### src/fp_alu_pkg.sv
/* Shared widths, operation codes and pipeline stage records of the multi-cycle ALU.
   Every block of the unit refers to these by scoped name. */
package fp_alu_pkg;

	localparam int WORD_WIDTH = 32;	// Operand and result word
	localparam int EXP_WIDTH = 8;	// Single precision exponent
	localparam int SIG_WIDTH = 23;	// Stored fraction, hidden bit excluded

	// Operation codes issued by the execute stage
	typedef enum logic [3:0] {
		OP_NONE = 4'd0,
		OP_IMUL = 4'd1,
		OP_FMUL = 4'd2,
		OP_FADD = 4'd3,
		OP_FSUB = 4'd4,
		OP_FGTR = 4'd5,
		OP_FLT  = 4'd6,
		OP_FGTE = 4'd7,
		OP_FLTE = 4'd8
	} op_e;

	typedef struct packed {
		logic                  valid;
		op_e                   op;
		logic [WORD_WIDTH-1:0] operand1;
		logic [WORD_WIDTH-1:0] operand2;
	} alu_issue_t;

	// Adder stage 1, significands carry hidden bit and two guard bits
	typedef struct packed {
		logic                 valid;
		op_e                  op;
		logic [EXP_WIDTH-1:0] exponent;	// Larger of the two
		logic [SIG_WIDTH+2:0] sig1;
		logic [SIG_WIDTH+2:0] sig2;
		logic [5:0]           shift;	// Alignment distance, saturated
		logic                 swap;	// Operand 2 has the larger magnitude
		logic                 subtract;	// Effective signs differ
		logic                 sign;	// Sign of the larger operand
		logic                 is_inf;
		logic                 is_nan;
	} add_align_t;

	typedef struct packed {
		logic                 sign;
		logic [EXP_WIDTH-1:0] exponent;
		logic [SIG_WIDTH+3:0] sum;	// Carry bit on top
		logic                 is_inf;
		logic                 is_nan;
		logic                 is_zero;
	} add_sum_t;

	// Value is significand / 2^46 * 2^exponent before normalizing
	typedef struct packed {
		logic                        sign;
		logic signed [EXP_WIDTH+1:0] exponent;	// Room for mul over/underflow
		logic [2*SIG_WIDTH+1:0]      significand;
		logic                        is_inf;
		logic                        is_nan;
		logic                        is_zero;
	} norm_in_t;

	typedef struct packed {
		logic                 sign;
		logic [EXP_WIDTH-1:0] exponent;
		logic [SIG_WIDTH-1:0] fraction;
		logic                 is_inf;
		logic                 is_nan;
		logic                 is_zero;
	} norm_out_t;

endpackage

### src/fp_add_align.sv
/* First floating-point adder stage. Unpacks both operands, orders them by magnitude
   and registers the alignment shift and the inf/nan outcome for the next stage. */
`timescale 1ns/1ps

module fp_add_align (
	input  logic                   clk,
	input  logic                   reset,
	input  fp_alu_pkg::alu_issue_t issue_i,
	output fp_alu_pkg::add_align_t align_o
);

	localparam int EW = fp_alu_pkg::EXP_WIDTH;
	localparam int SW = fp_alu_pkg::SIG_WIDTH;
	localparam int WW = fp_alu_pkg::WORD_WIDTH;
	localparam logic [EW-1:0] EXP_ONES = '1;
	localparam int SHIFT_SAT = SW + 3;	// Past this everything is shifted out

	logic [EW-1:0] exp1;
	logic [EW-1:0] exp2;
	logic [EW-1:0] exp_large;
	logic [EW-1:0] exp_diff;
	logic [SW-1:0] frac1;
	logic [SW-1:0] frac2;
	logic [SW+2:0] sig1;
	logic [SW+2:0] sig2;
	logic          sign1;
	logic          sign2_eff;
	logic          negate2;
	logic          swap;
	logic          inf1;
	logic          inf2;
	logic          nan1;
	logic          nan2;
	logic          res_nan;
	logic          res_inf;

	// Subtract and every compare work on operand1 - operand2
	assign negate2 = issue_i.op inside {fp_alu_pkg::OP_FSUB, fp_alu_pkg::OP_FGTR,
		fp_alu_pkg::OP_FLT, fp_alu_pkg::OP_FGTE, fp_alu_pkg::OP_FLTE};

	assign sign1 = issue_i.operand1[WW-1];
	assign sign2_eff = issue_i.operand2[WW-1] ^ negate2;
	assign exp1 = issue_i.operand1[WW-2 -: EW];
	assign exp2 = issue_i.operand2[WW-2 -: EW];
	assign frac1 = issue_i.operand1[SW-1:0];
	assign frac2 = issue_i.operand2[SW-1:0];

	// Zero exponent flushes to zero, hidden bit plus two guard bits otherwise
	assign sig1 = (exp1 == '0) ? '0 : {1'b1, frac1, 2'b00};
	assign sig2 = (exp2 == '0) ? '0 : {1'b1, frac2, 2'b00};

	assign swap = issue_i.operand2[WW-2:0] > issue_i.operand1[WW-2:0];	// Exp and frac together
	assign exp_large = swap ? exp2 : exp1;
	assign exp_diff = swap ? exp2 - exp1 : exp1 - exp2;

	assign inf1 = exp1 == EXP_ONES && frac1 == '0;
	assign inf2 = exp2 == EXP_ONES && frac2 == '0;
	assign nan1 = exp1 == EXP_ONES && frac1 != '0;
	assign nan2 = exp2 == EXP_ONES && frac2 != '0;
	assign res_nan = nan1 || nan2 || (inf1 && inf2 && (sign1 ^ sign2_eff));	// inf - inf
	assign res_inf = (inf1 || inf2) && !res_nan;

	always_ff @(posedge clk or posedge reset)
	begin
		if (reset)
			align_o <= '0;
		else
		begin
			align_o.valid <= issue_i.valid;
			align_o.op <= issue_i.op;
			align_o.exponent <= exp_large;
			align_o.sig1 <= sig1;
			align_o.sig2 <= sig2;
			align_o.shift <= (exp_diff > EW'(SHIFT_SAT)) ? 6'(SHIFT_SAT) : exp_diff[5:0];
			align_o.swap <= swap;
			align_o.subtract <= sign1 ^ sign2_eff;
			align_o.sign <= swap ? sign2_eff : sign1;	// Larger magnitude wins
			align_o.is_inf <= res_inf;
			align_o.is_nan <= res_nan;
		end
	end

endmodule

### src/fp_add_sum.sv
/* Second and third floating-point adder stages. Aligns the smaller significand, then
   adds or subtracts magnitudes; the registered sum feeds the shared normalizer. */
`timescale 1ns/1ps

module fp_add_sum (
	input  logic                   clk,
	input  logic                   reset,
	input  fp_alu_pkg::add_align_t align_i,
	output fp_alu_pkg::add_sum_t   sum_o
);

	localparam int EW = fp_alu_pkg::EXP_WIDTH;
	localparam int SW = fp_alu_pkg::SIG_WIDTH;

	logic          load_s2;
	logic          valid_s2;
	logic [EW-1:0] exp_s2;
	logic          sign_s2;
	logic          sub_s2;
	logic          inf_s2;
	logic          nan_s2;
	logic [SW+2:0] large_s2;	// Larger magnitude, unshifted
	logic [SW+2:0] small_s2;	// Aligned to the larger exponent
	logic [SW+3:0] sum_next;
	logic          diff_zero;

	// Only adder-path ops load, multiplies leave these stages idle
	assign load_s2 = align_i.valid && !(align_i.op inside {fp_alu_pkg::OP_NONE,
		fp_alu_pkg::OP_IMUL, fp_alu_pkg::OP_FMUL});

	always_ff @(posedge clk or posedge reset)
	begin
		if (reset)
		begin
			valid_s2 <= 1'b0;
			exp_s2 <= '0;
			sign_s2 <= 1'b0;
			sub_s2 <= 1'b0;
			inf_s2 <= 1'b0;
			nan_s2 <= 1'b0;
			large_s2 <= '0;
			small_s2 <= '0;
		end
		else
		begin
			valid_s2 <= load_s2;
			if (load_s2)
			begin
				exp_s2 <= align_i.exponent;
				sign_s2 <= align_i.sign;
				sub_s2 <= align_i.subtract;
				inf_s2 <= align_i.is_inf;
				nan_s2 <= align_i.is_nan;
				large_s2 <= align_i.swap ? align_i.sig2 : align_i.sig1;
				// Guard bits catch what falls off the bottom
				small_s2 <= (align_i.swap ? align_i.sig1 : align_i.sig2) >> align_i.shift;
			end
		end
	end

	// Ordered by magnitude, so the difference never goes negative
	assign sum_next = sub_s2 ? {1'b0, large_s2} - {1'b0, small_s2}
		: {1'b0, large_s2} + {1'b0, small_s2};
	assign diff_zero = sum_next == '0;

	always_ff @(posedge clk or posedge reset)
	begin
		if (reset)
			sum_o <= '0;
		else if (valid_s2)
		begin
			sum_o.sum <= sum_next;
			sum_o.exponent <= exp_s2;
			sum_o.sign <= (sub_s2 && diff_zero) ? 1'b0 : sign_s2;	// x - x is +0
			sum_o.is_inf <= inf_s2;
			sum_o.is_nan <= nan_s2;
			sum_o.is_zero <= diff_zero && !inf_s2 && !nan_s2;
		end
	end

endmodule

### src/fp_mul_prepare.sv
/* Combinational front end of the multiply path. Feeds the integer multiplier with raw
   words for IMUL or hidden-bit significands for FMUL, plus exponent, sign and flags. */
`timescale 1ns/1ps

module fp_mul_prepare (
	input  fp_alu_pkg::alu_issue_t                      issue_i,
	output logic [fp_alu_pkg::WORD_WIDTH-1:0]           multiplicand_o,
	output logic [fp_alu_pkg::WORD_WIDTH-1:0]           multiplier_o,
	output logic signed [fp_alu_pkg::EXP_WIDTH+1:0]     exponent_o,
	output logic                                        sign_o,
	output logic                                        is_inf_o,
	output logic                                        is_nan_o,
	output logic                                        is_zero_o
);

	localparam int EW = fp_alu_pkg::EXP_WIDTH;
	localparam int SW = fp_alu_pkg::SIG_WIDTH;
	localparam int WW = fp_alu_pkg::WORD_WIDTH;
	localparam int PAD = WW - SW - 1;	// Zero bits above the 24-bit significand
	localparam logic [EW-1:0] EXP_ONES = '1;
	localparam logic signed [EW+1:0] EXP_BIAS = (1 << (EW - 1)) - 1;

	logic [EW-1:0] exp1;
	logic [EW-1:0] exp2;
	logic [SW-1:0] frac1;
	logic [SW-1:0] frac2;
	logic          zero1;
	logic          zero2;
	logic          inf1;
	logic          inf2;
	logic          nan1;
	logic          nan2;

	assign exp1 = issue_i.operand1[WW-2 -: EW];
	assign exp2 = issue_i.operand2[WW-2 -: EW];
	assign frac1 = issue_i.operand1[SW-1:0];
	assign frac2 = issue_i.operand2[SW-1:0];
	assign zero1 = exp1 == '0;	// Denormals count as zero
	assign zero2 = exp2 == '0;
	assign inf1 = exp1 == EXP_ONES && frac1 == '0;
	assign inf2 = exp2 == EXP_ONES && frac2 == '0;
	assign nan1 = exp1 == EXP_ONES && frac1 != '0;
	assign nan2 = exp2 == EXP_ONES && frac2 != '0;

	always_comb
	begin
		if (issue_i.op == fp_alu_pkg::OP_IMUL)
		begin
			multiplicand_o = issue_i.operand1;
			multiplier_o = issue_i.operand2;
		end
		else
		begin
			multiplicand_o = zero1 ? '0 : {{PAD{1'b0}}, 1'b1, frac1};
			multiplier_o = zero2 ? '0 : {{PAD{1'b0}}, 1'b1, frac2};
		end
	end

	// Bias counted twice in the sum, take one out
	assign exponent_o = $signed({2'b00, exp1}) + $signed({2'b00, exp2}) - EXP_BIAS;
	assign sign_o = issue_i.operand1[WW-1] ^ issue_i.operand2[WW-1];
	assign is_nan_o = nan1 || nan2 || (inf1 && zero2) || (inf2 && zero1);
	assign is_inf_o = (inf1 || inf2) && !is_nan_o;
	assign is_zero_o = (zero1 || zero2) && !is_nan_o && !is_inf_o;

endmodule

### src/integer_multiplier.sv
/* Three-stage pipelined unsigned multiplier, used for IMUL and FMUL significands.
   Stage 1 forms half-word partial products, stages 2 and 3 sum them. */
`timescale 1ns/1ps

module integer_multiplier (
	input  logic                                clk,
	input  logic                                reset,
	input  logic [fp_alu_pkg::WORD_WIDTH-1:0]   multiplicand_i,
	input  logic [fp_alu_pkg::WORD_WIDTH-1:0]   multiplier_i,
	output logic [2*fp_alu_pkg::WORD_WIDTH-1:0] product_o
);

	localparam int HW = fp_alu_pkg::WORD_WIDTH / 2;

	logic [2*HW-1:0] pp_ll;	// Stage 1 partial products
	logic [2*HW-1:0] pp_lh;
	logic [2*HW-1:0] pp_hl;
	logic [2*HW-1:0] pp_hh;
	logic [2*HW:0]   mid_q;	// Stage 2, cross terms with carry
	logic [4*HW-1:0] outer_q;	// Stage 2, {hh, ll} side by side

	always_ff @(posedge clk or posedge reset)
	begin
		if (reset)
		begin
			pp_ll <= '0;
			pp_lh <= '0;
			pp_hl <= '0;
			pp_hh <= '0;
			mid_q <= '0;
			outer_q <= '0;
			product_o <= '0;
		end
		else
		begin
			pp_ll <= multiplicand_i[HW-1:0] * multiplier_i[HW-1:0];
			pp_lh <= multiplicand_i[HW-1:0] * multiplier_i[2*HW-1:HW];
			pp_hl <= multiplicand_i[2*HW-1:HW] * multiplier_i[HW-1:0];
			pp_hh <= multiplicand_i[2*HW-1:HW] * multiplier_i[2*HW-1:HW];
			mid_q <= {1'b0, pp_lh} + {1'b0, pp_hl};
			outer_q <= {pp_hh, pp_ll};
			product_o <= outer_q + {{(HW-1){1'b0}}, mid_q, {HW{1'b0}}};	// Cross terms at bit 16
		end
	end

endmodule

### src/fp_normalize.sv
/* Shared combinational normalizer for the adder and multiplier paths. Moves the leading
   one into the hidden position, adjusts the exponent and saturates to inf or zero. */
`timescale 1ns/1ps

module fp_normalize (
	input  fp_alu_pkg::norm_in_t  norm_i,
	output fp_alu_pkg::norm_out_t norm_o
);

	localparam int EW = fp_alu_pkg::EXP_WIDTH;
	localparam int SW = fp_alu_pkg::SIG_WIDTH;
	localparam int SIG_IN = 2 * (SW + 1);	// 48-bit raw significand
	localparam int EXP_MAX = (1 << EW) - 1;	// All ones means inf
	localparam logic signed [EW+2:0] EXP_BUMP = 1;	// Unit position sits one below the top

	logic [5:0]             lead_pos;
	logic [5:0]             lead_zeros;
	logic [SIG_IN-1:0]      sig_shifted;
	logic signed [EW+2:0]   exp_adj;
	logic                   sig_zero;
	logic                   overflow;
	logic                   underflow;
	logic                   out_zero;
	logic                   out_inf;

	// Leading one search, highest set bit wins
	always_comb
	begin
		lead_pos = '0;
		for (int i = 0; i < SIG_IN; i++)
		begin
			if (norm_i.significand[i])
				lead_pos = 6'(i);
		end
	end

	assign sig_zero = norm_i.significand == '0;
	assign lead_zeros = 6'(SIG_IN - 1) - lead_pos;
	assign sig_shifted = norm_i.significand << lead_zeros;	// Leading one now at the top

	assign exp_adj = norm_i.exponent + EXP_BUMP - $signed({{(EW-3){1'b0}}, lead_zeros});
	assign overflow = exp_adj >= EXP_MAX;
	assign underflow = exp_adj <= 0;	// Flushed, no denormals

	assign out_inf = !norm_i.is_nan && (norm_i.is_inf || (overflow && !sig_zero));
	assign out_zero = !norm_i.is_nan && !norm_i.is_inf
		&& (norm_i.is_zero || sig_zero || underflow);

	always_comb
	begin
		norm_o.sign = norm_i.sign;	// Kept on underflow too
		norm_o.is_nan = norm_i.is_nan;
		norm_o.is_inf = out_inf;
		norm_o.is_zero = out_zero;
		if (out_zero)
		begin
			norm_o.exponent = '0;
			norm_o.fraction = '0;
		end
		else
		begin
			norm_o.exponent = exp_adj[EW-1:0];
			norm_o.fraction = sig_shifted[SIG_IN-2 -: SW];	// Hidden bit dropped, truncated
		end
	end

endmodule

### src/multi_cycle_alu.sv
/* Multi-cycle arithmetic unit of the execute stage: IMUL, FMUL, FADD, FSUB and compares.
   Fixed three-edge latency, one issue per cycle, result assembled combinationally. */
`timescale 1ns/1ps

module multi_cycle_alu (
	input  logic                              clk,
	input  logic                              reset,
	input  fp_alu_pkg::alu_issue_t            issue_i,
	output logic                              result_valid_o,
	output logic [fp_alu_pkg::WORD_WIDTH-1:0] result_o
);

	localparam int WW = fp_alu_pkg::WORD_WIDTH;
	localparam int EW = fp_alu_pkg::EXP_WIDTH;
	localparam int SW = fp_alu_pkg::SIG_WIDTH;
	localparam int SUM_PAD = 2 * (SW + 1) - (SW + 4);	// Lines the sum up with the product

	// Multiply side data riding alongside the multiplier pipeline
	typedef struct packed {
		logic signed [EW+1:0] exponent;
		logic                 sign;
		logic                 is_inf;
		logic                 is_nan;
		logic                 is_zero;
	} mul_side_t;

	fp_alu_pkg::add_align_t add_align;
	fp_alu_pkg::add_sum_t   add_sum;
	fp_alu_pkg::norm_in_t   norm_in;
	fp_alu_pkg::norm_out_t  norm_out;
	fp_alu_pkg::op_e        op_q [0:2];	// Op delay line, stage 3 at the end
	logic [2:0]             valid_q;
	mul_side_t              mul_side;
	mul_side_t              mul_q [0:2];
	logic [WW-1:0]          multiplicand;
	logic [WW-1:0]          multiplier;
	logic [2*WW-1:0]        product;
	logic                   diff_zero;
	logic                   diff_neg;
	logic                   cmp_bit;

	fp_add_align u_fp_add_align (
		.clk     (clk),
		.reset   (reset),
		.issue_i (issue_i),
		.align_o (add_align)
	);

	fp_add_sum u_fp_add_sum (
		.clk     (clk),
		.reset   (reset),
		.align_i (add_align),
		.sum_o   (add_sum)
	);

	fp_mul_prepare u_fp_mul_prepare (
		.issue_i        (issue_i),
		.multiplicand_o (multiplicand),
		.multiplier_o   (multiplier),
		.exponent_o     (mul_side.exponent),
		.sign_o         (mul_side.sign),
		.is_inf_o       (mul_side.is_inf),
		.is_nan_o       (mul_side.is_nan),
		.is_zero_o      (mul_side.is_zero)
	);

	integer_multiplier u_integer_multiplier (
		.clk            (clk),
		.reset          (reset),
		.multiplicand_i (multiplicand),
		.multiplier_i   (multiplier),
		.product_o      (product)
	);

	always_ff @(posedge clk or posedge reset)
	begin
		if (reset)
		begin
			valid_q <= '0;
			for (int i = 0; i < 3; i++)
			begin
				op_q[i] <= fp_alu_pkg::OP_NONE;
				mul_q[i] <= '0;
			end
		end
		else
		begin
			valid_q <= {valid_q[1:0], issue_i.valid};
			op_q[0] <= issue_i.valid ? issue_i.op : fp_alu_pkg::OP_NONE;	// Bubbles become NONE
			op_q[1] <= op_q[0];
			op_q[2] <= op_q[1];
			mul_q[0] <= mul_side;
			mul_q[1] <= mul_q[0];
			mul_q[2] <= mul_q[1];
		end
	end

	// Normalizer source picked by the stage-3 op
	always_comb
	begin
		if (op_q[2] == fp_alu_pkg::OP_FMUL)
		begin
			norm_in.sign = mul_q[2].sign;
			norm_in.exponent = mul_q[2].exponent;
			norm_in.significand = product[2*SW+1:0];	// 24 x 24 fits in 48
			norm_in.is_inf = mul_q[2].is_inf;
			norm_in.is_nan = mul_q[2].is_nan;
			norm_in.is_zero = mul_q[2].is_zero;
		end
		else
		begin
			norm_in.sign = add_sum.sign;
			norm_in.exponent = {2'b00, add_sum.exponent};
			norm_in.significand = {add_sum.sum, {SUM_PAD{1'b0}}};
			norm_in.is_inf = add_sum.is_inf;
			norm_in.is_nan = add_sum.is_nan;
			norm_in.is_zero = add_sum.is_zero;
		end
	end

	fp_normalize u_fp_normalize (
		.norm_i (norm_in),
		.norm_o (norm_out)
	);

	// Compares read the sign and zeroness of operand1 - operand2
	assign diff_zero = norm_out.is_zero;
	assign diff_neg = norm_out.sign && !norm_out.is_zero;

	always_comb
	begin
		case (op_q[2])
			fp_alu_pkg::OP_FGTR: cmp_bit = !diff_zero && !diff_neg;
			fp_alu_pkg::OP_FLT:  cmp_bit = diff_neg;
			fp_alu_pkg::OP_FGTE: cmp_bit = !diff_neg;
			fp_alu_pkg::OP_FLTE: cmp_bit = diff_zero || diff_neg;
			default:             cmp_bit = 1'b0;
		endcase
	end

	always_comb
	begin
		case (op_q[2])
			fp_alu_pkg::OP_IMUL:
				result_o = product[WW-1:0];	// Low half only
			fp_alu_pkg::OP_FGTR, fp_alu_pkg::OP_FLT, fp_alu_pkg::OP_FGTE, fp_alu_pkg::OP_FLTE:
				result_o = {{(WW-1){1'b0}}, cmp_bit};
			default:
			begin
				if (norm_out.is_nan)
					result_o = {norm_out.sign, {EW{1'b1}}, {SW{1'b1}}};	// Canonical nan
				else if (norm_out.is_inf)
					result_o = {norm_out.sign, {EW{1'b1}}, {SW{1'b0}}};
				else
					result_o = {norm_out.sign, norm_out.exponent, norm_out.fraction};
			end
		endcase
	end

	assign result_valid_o = valid_q[2];

endmodule

### config.mk
export PLATFORM = sky130hd
export DESIGN_NAME = multi_cycle_alu
export DESIGN_NICKNAME = d
export VERILOG_FILES = /design/src/fp_alu_pkg.sv /design/src/fp_add_align.sv /design/src/fp_add_sum.sv /design/src/fp_mul_prepare.sv /design/src/integer_multiplier.sv /design/src/fp_normalize.sv /design/src/multi_cycle_alu.sv
export SDC_FILE = /design/constraint.sdc
export NUM_CORES = 2
export LEC_CHECK = 0
export BUFFER_PORTS_ARGS = -buffer_cell sky130_fd_sc_hd__clkbuf_2
export CORE_ASPECT_RATIO = 1.4
export CORE_MARGIN = 2
export CORE_UTILIZATION = 25
export CTS_CLUSTER_DIAMETER = 150
export DETAILED_ROUTE_END_ITERATION = 6
export GPL_TIMING_DRIVEN = 0
export SYNTH_ARGS = -nofsm -noshare
export SYNTH_HDL_FRONTEND = slang
export SYNTH_SLANG_ARGS = --single-unit
### constraint.sdc
create_clock -name clk -period 29.7 [get_ports clk]
set_clock_uncertainty 0.05 [all_clocks]
set_input_delay 1.485 -clock clk [delete_from_list [all_inputs] [get_ports clk]]
set_output_delay 1.485 -clock clk [all_outputs]
set_load 0.05 [all_outputs]
After elaboration in Yosys (flattened, before gate mapping)
Cells that the tools add are included.
- bits in latches: 0
- input port bits: 71
- memory bits (writable): 0
- flip-flop bits (word level): 477
- memories: 0
- bits in read-only memories: 0
- magnitude comparators: 4
- reductions and logical operators: 55
- mux-type cells: 68
- add/subtract/negate cells: 11
- shift operators: 2
- divide/modulo/power cells: 0
- eq/ne operators: 16
- multiply operators: 4
- bitwise operators: 3
- operators by type and width (cell ; number):
    26-bit two-way mux ; 4
    6-bit two-way mux ; 17
    16-bit by 16-bit multiplier with 32-bit output ; 3
    31-bit two-way mux ; 3
    5-bit two-way mux ; 16
    32-bit two-way mux ; 2
    32-bit case mux with 2 select lines ; 1
    62-bit two-way mux ; 1
    48-bit adder ; 1
    48-bit logical NOT ; 1
    24-bit two-way mux ; 2
    48-bit by 6-bit left shift with 47-bit output ; 1
    23-bit logical NOT ; 2
    23-bit nonzero test ; 2
    4-bit two-way mux ; 9
    32-bit adder ; 1
    31-bit > comparator ; 1
    4-bit by 3-bit equality test with 1-bit output (second input constant) ; 7
    26-bit by 26-bit adder with 27-bit output ; 1
    27-bit logical NOT ; 1
    27-bit two-way mux ; 1
    26-bit by 26-bit subtractor with 27-bit output ; 1
    26-bit by 6-bit >> shifter with 26-bit output ; 1
    1-bit logical AND ; 22
    27 further kinds ; 62

Logic depth before layout (Yosys ltp)
- depth after elaboration: 60
- depth in mapped cells: 32

Cells and area by module
From an unflattened synthesis, not the netlist that was laid out.
- cells, all modules: 6899
- area total of the unflattened synthesis: 64124.0 um2
- by module, submodules not included (module ; cells an instance ; instances ; area an instance (um2)):
    integer_multiplier ; 4727 ; 1 ; 44667.8
    fp_add_sum ; 801 ; 1 ; 7498.4
    fp_add_align ; 405 ; 1 ; 3993.8
    fp_normalize ; 552 ; 1 ; 3875.0
    multi_cycle_alu ; 255 ; 1 ; 2850.2
    fp_mul_prepare ; 159 ; 1 ; 1238.7

Worst setup path before layout
No wires, ideal clock.
- kind: in2reg
- start point: input issue_i[65] (netlist name)
- end point: register u_integer_multiplier.pp_ll[31]
- slack: 20.031 ns
- buffers on the path: 4
- arrival: 9.539 ns
- stages: 29
- data required time: 29.570 ns
- cells stage by stage: or4b_2 clkbuf_1 clkbuf_1 clkbuf_1 a31oi_1 clkbuf_1 nand2_1 fa_1 inv_1 fa_1 inv_1 fa_1 inv_1 fa_1 inv_1 fa_1 inv_1 fa_1 ha_1 or3_1 or4_1 nor3b_1 nor3_1 a2111oi_0 o31ai_1 or4_1 a31o_2 a21oi_1 xnor2_1
- word-level cells in the longest chain between the ends: 3
- elaborated cells between the ends (all ways): 4
- those cells by class: mul (1); eq/ne (1); mux (2)
- ends and longest elaborated chain (element ; line ; text):
    start, declared ; multi_cycle_alu.sv:8 ; input fp_alu_pkg::alu_issue_t issue_i,
    4-bit by 1-bit equality test with 1-bit output * ; fp_mul_prepare.sv:47 ; if (issue_i.op == fp_alu_pkg::OP_IMUL)
    32-bit two-way mux ; fp_mul_prepare.sv:47 ;
    16-bit by 16-bit multiplier with 32-bit output * ; integer_multiplier.sv:36 ; pp_ll <= multiplicand_i[HW-1:0] * multiplier_i[HW-1:0];
    end signal, assigned ; integer_multiplier.sv:36 ;
    end, declared ; integer_multiplier.sv:15 ; logic [2*HW-1:0] pp_ll;
Every way passes the cells marked *; elsewhere a longest branch is shown, timed or not.
A chain may end at the register's enable or synchronous reset.

Final worst setup path
- start point: input issue_i[65] (netlist name)
- end point: register u_integer_multiplier.pp_lh[31]
- word-level cells in the longest chain between the ends: 3
- elaborated cells between the ends (all ways): 4
- those cells by class: mul (1); eq/ne (1); mux (2)
- ends and longest elaborated chain (element ; line ; text):
    4-bit by 1-bit equality test with 1-bit output * ; fp_mul_prepare.sv:47 ;
    32-bit two-way mux ; fp_mul_prepare.sv:47 ;
    16-bit by 16-bit multiplier with 32-bit output * ; integer_multiplier.sv:37 ; pp_lh <= multiplicand_i[HW-1:0] * multiplier_i[2*HW-1:HW];
    end signal, assigned ; integer_multiplier.sv:37 ;
    end, declared ; integer_multiplier.sv:16 ; logic [2*HW-1:0] pp_lh;
Marks and branches as above.

==> out/results.tsv <==
metric	value	unit
Hold WS	0.266	ns
initial antenna violation count	24	
Setup TNS Final	0	ns
Psw	3.27	mW
FFs w/ async S/R, synth	1.00	
synth top area cells	fa_1 (24%), dfrtp_1 (21%), ha_1 (12%)	
commonest non-fill, non-tap cells in the layout	inv_1 (918), nand2_1 (847), fa_1 (668)	
grt ovf	0	
Worst Hold Class	register to register	
Cell Count, Final, Fillers Out	9254	
Yosys Warn Count	0	
Iter 0 DRT Violations	3402	
clk buf depth	3	
Most used DFF post-synth	dfrtp_1	
Total GRT Usage	0.200	
P per Cell Area	101	nW/µm²
# H-tree levels	2	
WP data arrival	12.51	ns
final setup fails	0	
first-pass GRT wire length	331000	µm
Post-Layout Inst Area	61700	µm²
Avg Cell Area, Syn	9.01	µm²
dpl ws	17.32	ns
Netlist cell types	100	
max cap viols	1	
critical path launch point type	primary input	
area occupied by multi-input gates	39300	µm²
Initial Util	0.251	
failing checks	capacitance limit, slew limit	
fmax	0.0835	GHz
#FFs+latches synth	470	
port buffer count	86	
Total Power	6.26	mW
Worst-path clk slew	0.07	ns
logic gate share of total power	0.719	
placement row count	204	
Slew Limit Fails	7	
RePlAce Congestion	1.01	
Clock Latency Late Sink	0.69	ns
Post-Place Cells	9143	
synth-to-layout area growth	11.2	%
Setup Crit Path Kind	primary input to register	
Leakage	29.0	nW
RSZ-0062 raised after global routing	no	
Hold Buf Count CTS	0	
die area	226000	µm²
clock buffer count from CTS	52	
largest net degree at the start of global routing	123	
clock root cell	clkbuf_16	
critical path peak fanout	11	
maximum vdd drop	0.0782	mV
vias in the first global route	49100	
Mapped Nets	7412	
Fillers	23400	
Slew Limit Headroom	-0.0397	
Die Ht	562	µm
post-placement cell area	59900	µm²
DP HPWL	190000	µm
clock share of power	0.111	
share of cells above drive strength 1	0.0581	
DRT Pass-1 Iters	6	
WL final	227000	µm
leading cell type in the layout, fill and taps excluded	inv_1	
Die X	402	µm
sequential power share	0.170	
Util after Layout	0.280	
post-CTS setup buffers	0	
Post-CTS Resized	0	
post-synthesis sequential area ratio	0.212	
Slew @ Worst Pin	1.55	ns
DR DRC count	0	
critical path endpoint category	register	
CTS tree	built	
period utilisation layout	0.403	
Post-Syn Instances	6162	
core footprint	221000	µm²
Synth top area share	0.241	
Final Hold Vio Count	0	
ANT nets after route	0	
I/O pins	104	
data required time of the worst path	30.24	ns
Int Pwr	2.99	mW
Post-synth EDFFs	0	
post-synth top area cell	fa_1	
register area	11800	µm²
wire length per cell	24.6	µm
fin nets	7563	
drt via density	5.03	
CTS Sinks	470	
Vias	46500	
Final min period	11.98	ns
outcome	finished with violations	
area of the mapped netlist	55500	µm²
switching share of power	0.522	
Worst Slack Setup Final	17.72	ns
[kinds of logic (layout without fill, tap and decap cells)]
kind of cell | after synthesis | count (layout) | share of synthesized area
fa+ha+maj | 1179 | 1179 | 0.356
flops | 470 | 470 | 0.212
simple gates | 1924 | 1924 | 0.153
buf+inv | 1200 | 1394 | 0.0830
other cells | 1 | 15 | 0.0000675
xor+xnor | 242 | 242 | 0.0382
mux | 256 | 256 | 0.0533
compound gates | 890 | 890 | 0.104
[metal layers]
metal / up-vias / global-route usage / part of all wire
li1: 20400 / - / -
met1: 23400 / 0.226 / 0.37
met2: 1932 / 0.337 / 0.47
met3: 691 / 0.0359 / 0.068
met4: 18 / 0.147 / 0.086
met5: - / 0 / 0.00051
[path summary, 6_finish.rpt]
path / startpoint / endpoint / slack (ns) / cells past startpoint
max: issue_i[65] / u_integer_multiplier.pp_lh[31] / 17.72 / 28
min: u_integer_multiplier.pp_hh[4] / u_integer_multiplier.outer_q[36] / 0.27 / 0
max reg2reg: u_fp_add_sum.sub_s2 / u_fp_add_sum.sum_o[38] / 24.05 / 16
min reg2reg: u_integer_multiplier.pp_hh[4] / u_integer_multiplier.outer_q[36] / 0.27 / 0
max in group asynchronous: reset / u_fp_add_sum.small_s2[4] / 27.44 / 4
min in group asynchronous: reset / u_integer_multiplier.mid_q[9] / 0.74 / 2
[Yosys cell counts (all sizes together), types with 8 or more instances]
library cell,n
or2,15
inv,924
nor3,128
mux4,23
or3,22
a21boi,11
o21a,43
nand2,847
a21oi,242
o31ai,25
o21ai,198
mux2i,169
a22o,24
a31o,8
o21bai,33
and2,70
buf,49
clkbuf,224
a2111oi,12
mux2,64
ha,511
o221ai,9
a221o,8
xnor2,192
xor2,50
a211oi,35
a221oi,11
a211o,9
nor2b,33
dfrtp,470
nand2b,22
fa,668
nand4,23
a31oi,43
a21o,55
or4,19
nor2,504
o22ai,24
o211ai,14
nand3,73
and3,88
nor4,53
o2111ai,12
[worst max-delay path: stages]
cell	delay, ns
clkbuf_2	0.12
or4b_2	0.85
clkbuf_1	0.41
clkbuf_1	0.43
clkbuf_1	0.36
a31oi_1	0.88
clkbuf_1	1.14
nand2_1	0.18
fa_1	0.58
inv_1	0.05
fa_1	0.53
inv_1	0.05
fa_1	0.48
fa_1	0.56
fa_1	0.55
inv_1	0.07
fa_1	0.47
ha_1	0.34
and3_1	0.25
nor2b_1	0.16
a31o_2	0.22
a41oi_1	0.60
nand3_1	0.22
a31oi_1	0.49
o21ai_0	0.24
a211oi_1	0.38
o2bb2ai_1	0.18
xnor2_1	0.17
[power by group through the flow]
stage	sequential (mW)	combinational, mW	clock [mW]
2_1_floorplan	0.969	3.09	0
3_3_place_gp	1.07	4.40	0
3_5_place_dp	1.07	4.44	0
4_1_cts	1.06	4.48	0.719
5_1_grt	1.08	4.93	0.740
6_report	1.06	4.50	0.696
[final cells by class]
type,count,share of cell area
multi-input combinational,4492,0.636
timing repair buffer,97,0.0101
clock inverter,30,0.00650
inverter,927,0.0565
sequential,470,0.190
tap,2884,0.0584
antenna,14,0.000567
clock buffer,67,0.0234
buffer,273,0.0183
[state kept, by name, summed over array words and instances, names as in the netlist]
name and count:
u_fp_add_sum.exp_s2 8, u_fp_add_align.align_o 71, u_integer_multiplier.pp_hh 16, u_integer_multiplier.outer_q 48, u_fp_add_sum.sum_o 39, u_integer_multiplier.pp_hl 32, u_fp_add_sum.small_s2 26, u_integer_multiplier.mid_q 32
u_integer_multiplier.pp_ll 32, u_fp_add_sum.valid_s2 1, mul_q 42, u_integer_multiplier.pp_lh 32, u_integer_multiplier.product_o 48, u_fp_add_sum.large_s2 24, u_fp_add_sum.sub_s2 1, op_q 12
u_fp_add_sum.nan_s2 1, u_fp_add_sum.sign_s2 1, u_fp_add_sum.inf_s2 1, valid_q 3
(Power assumes the default switching activity.)
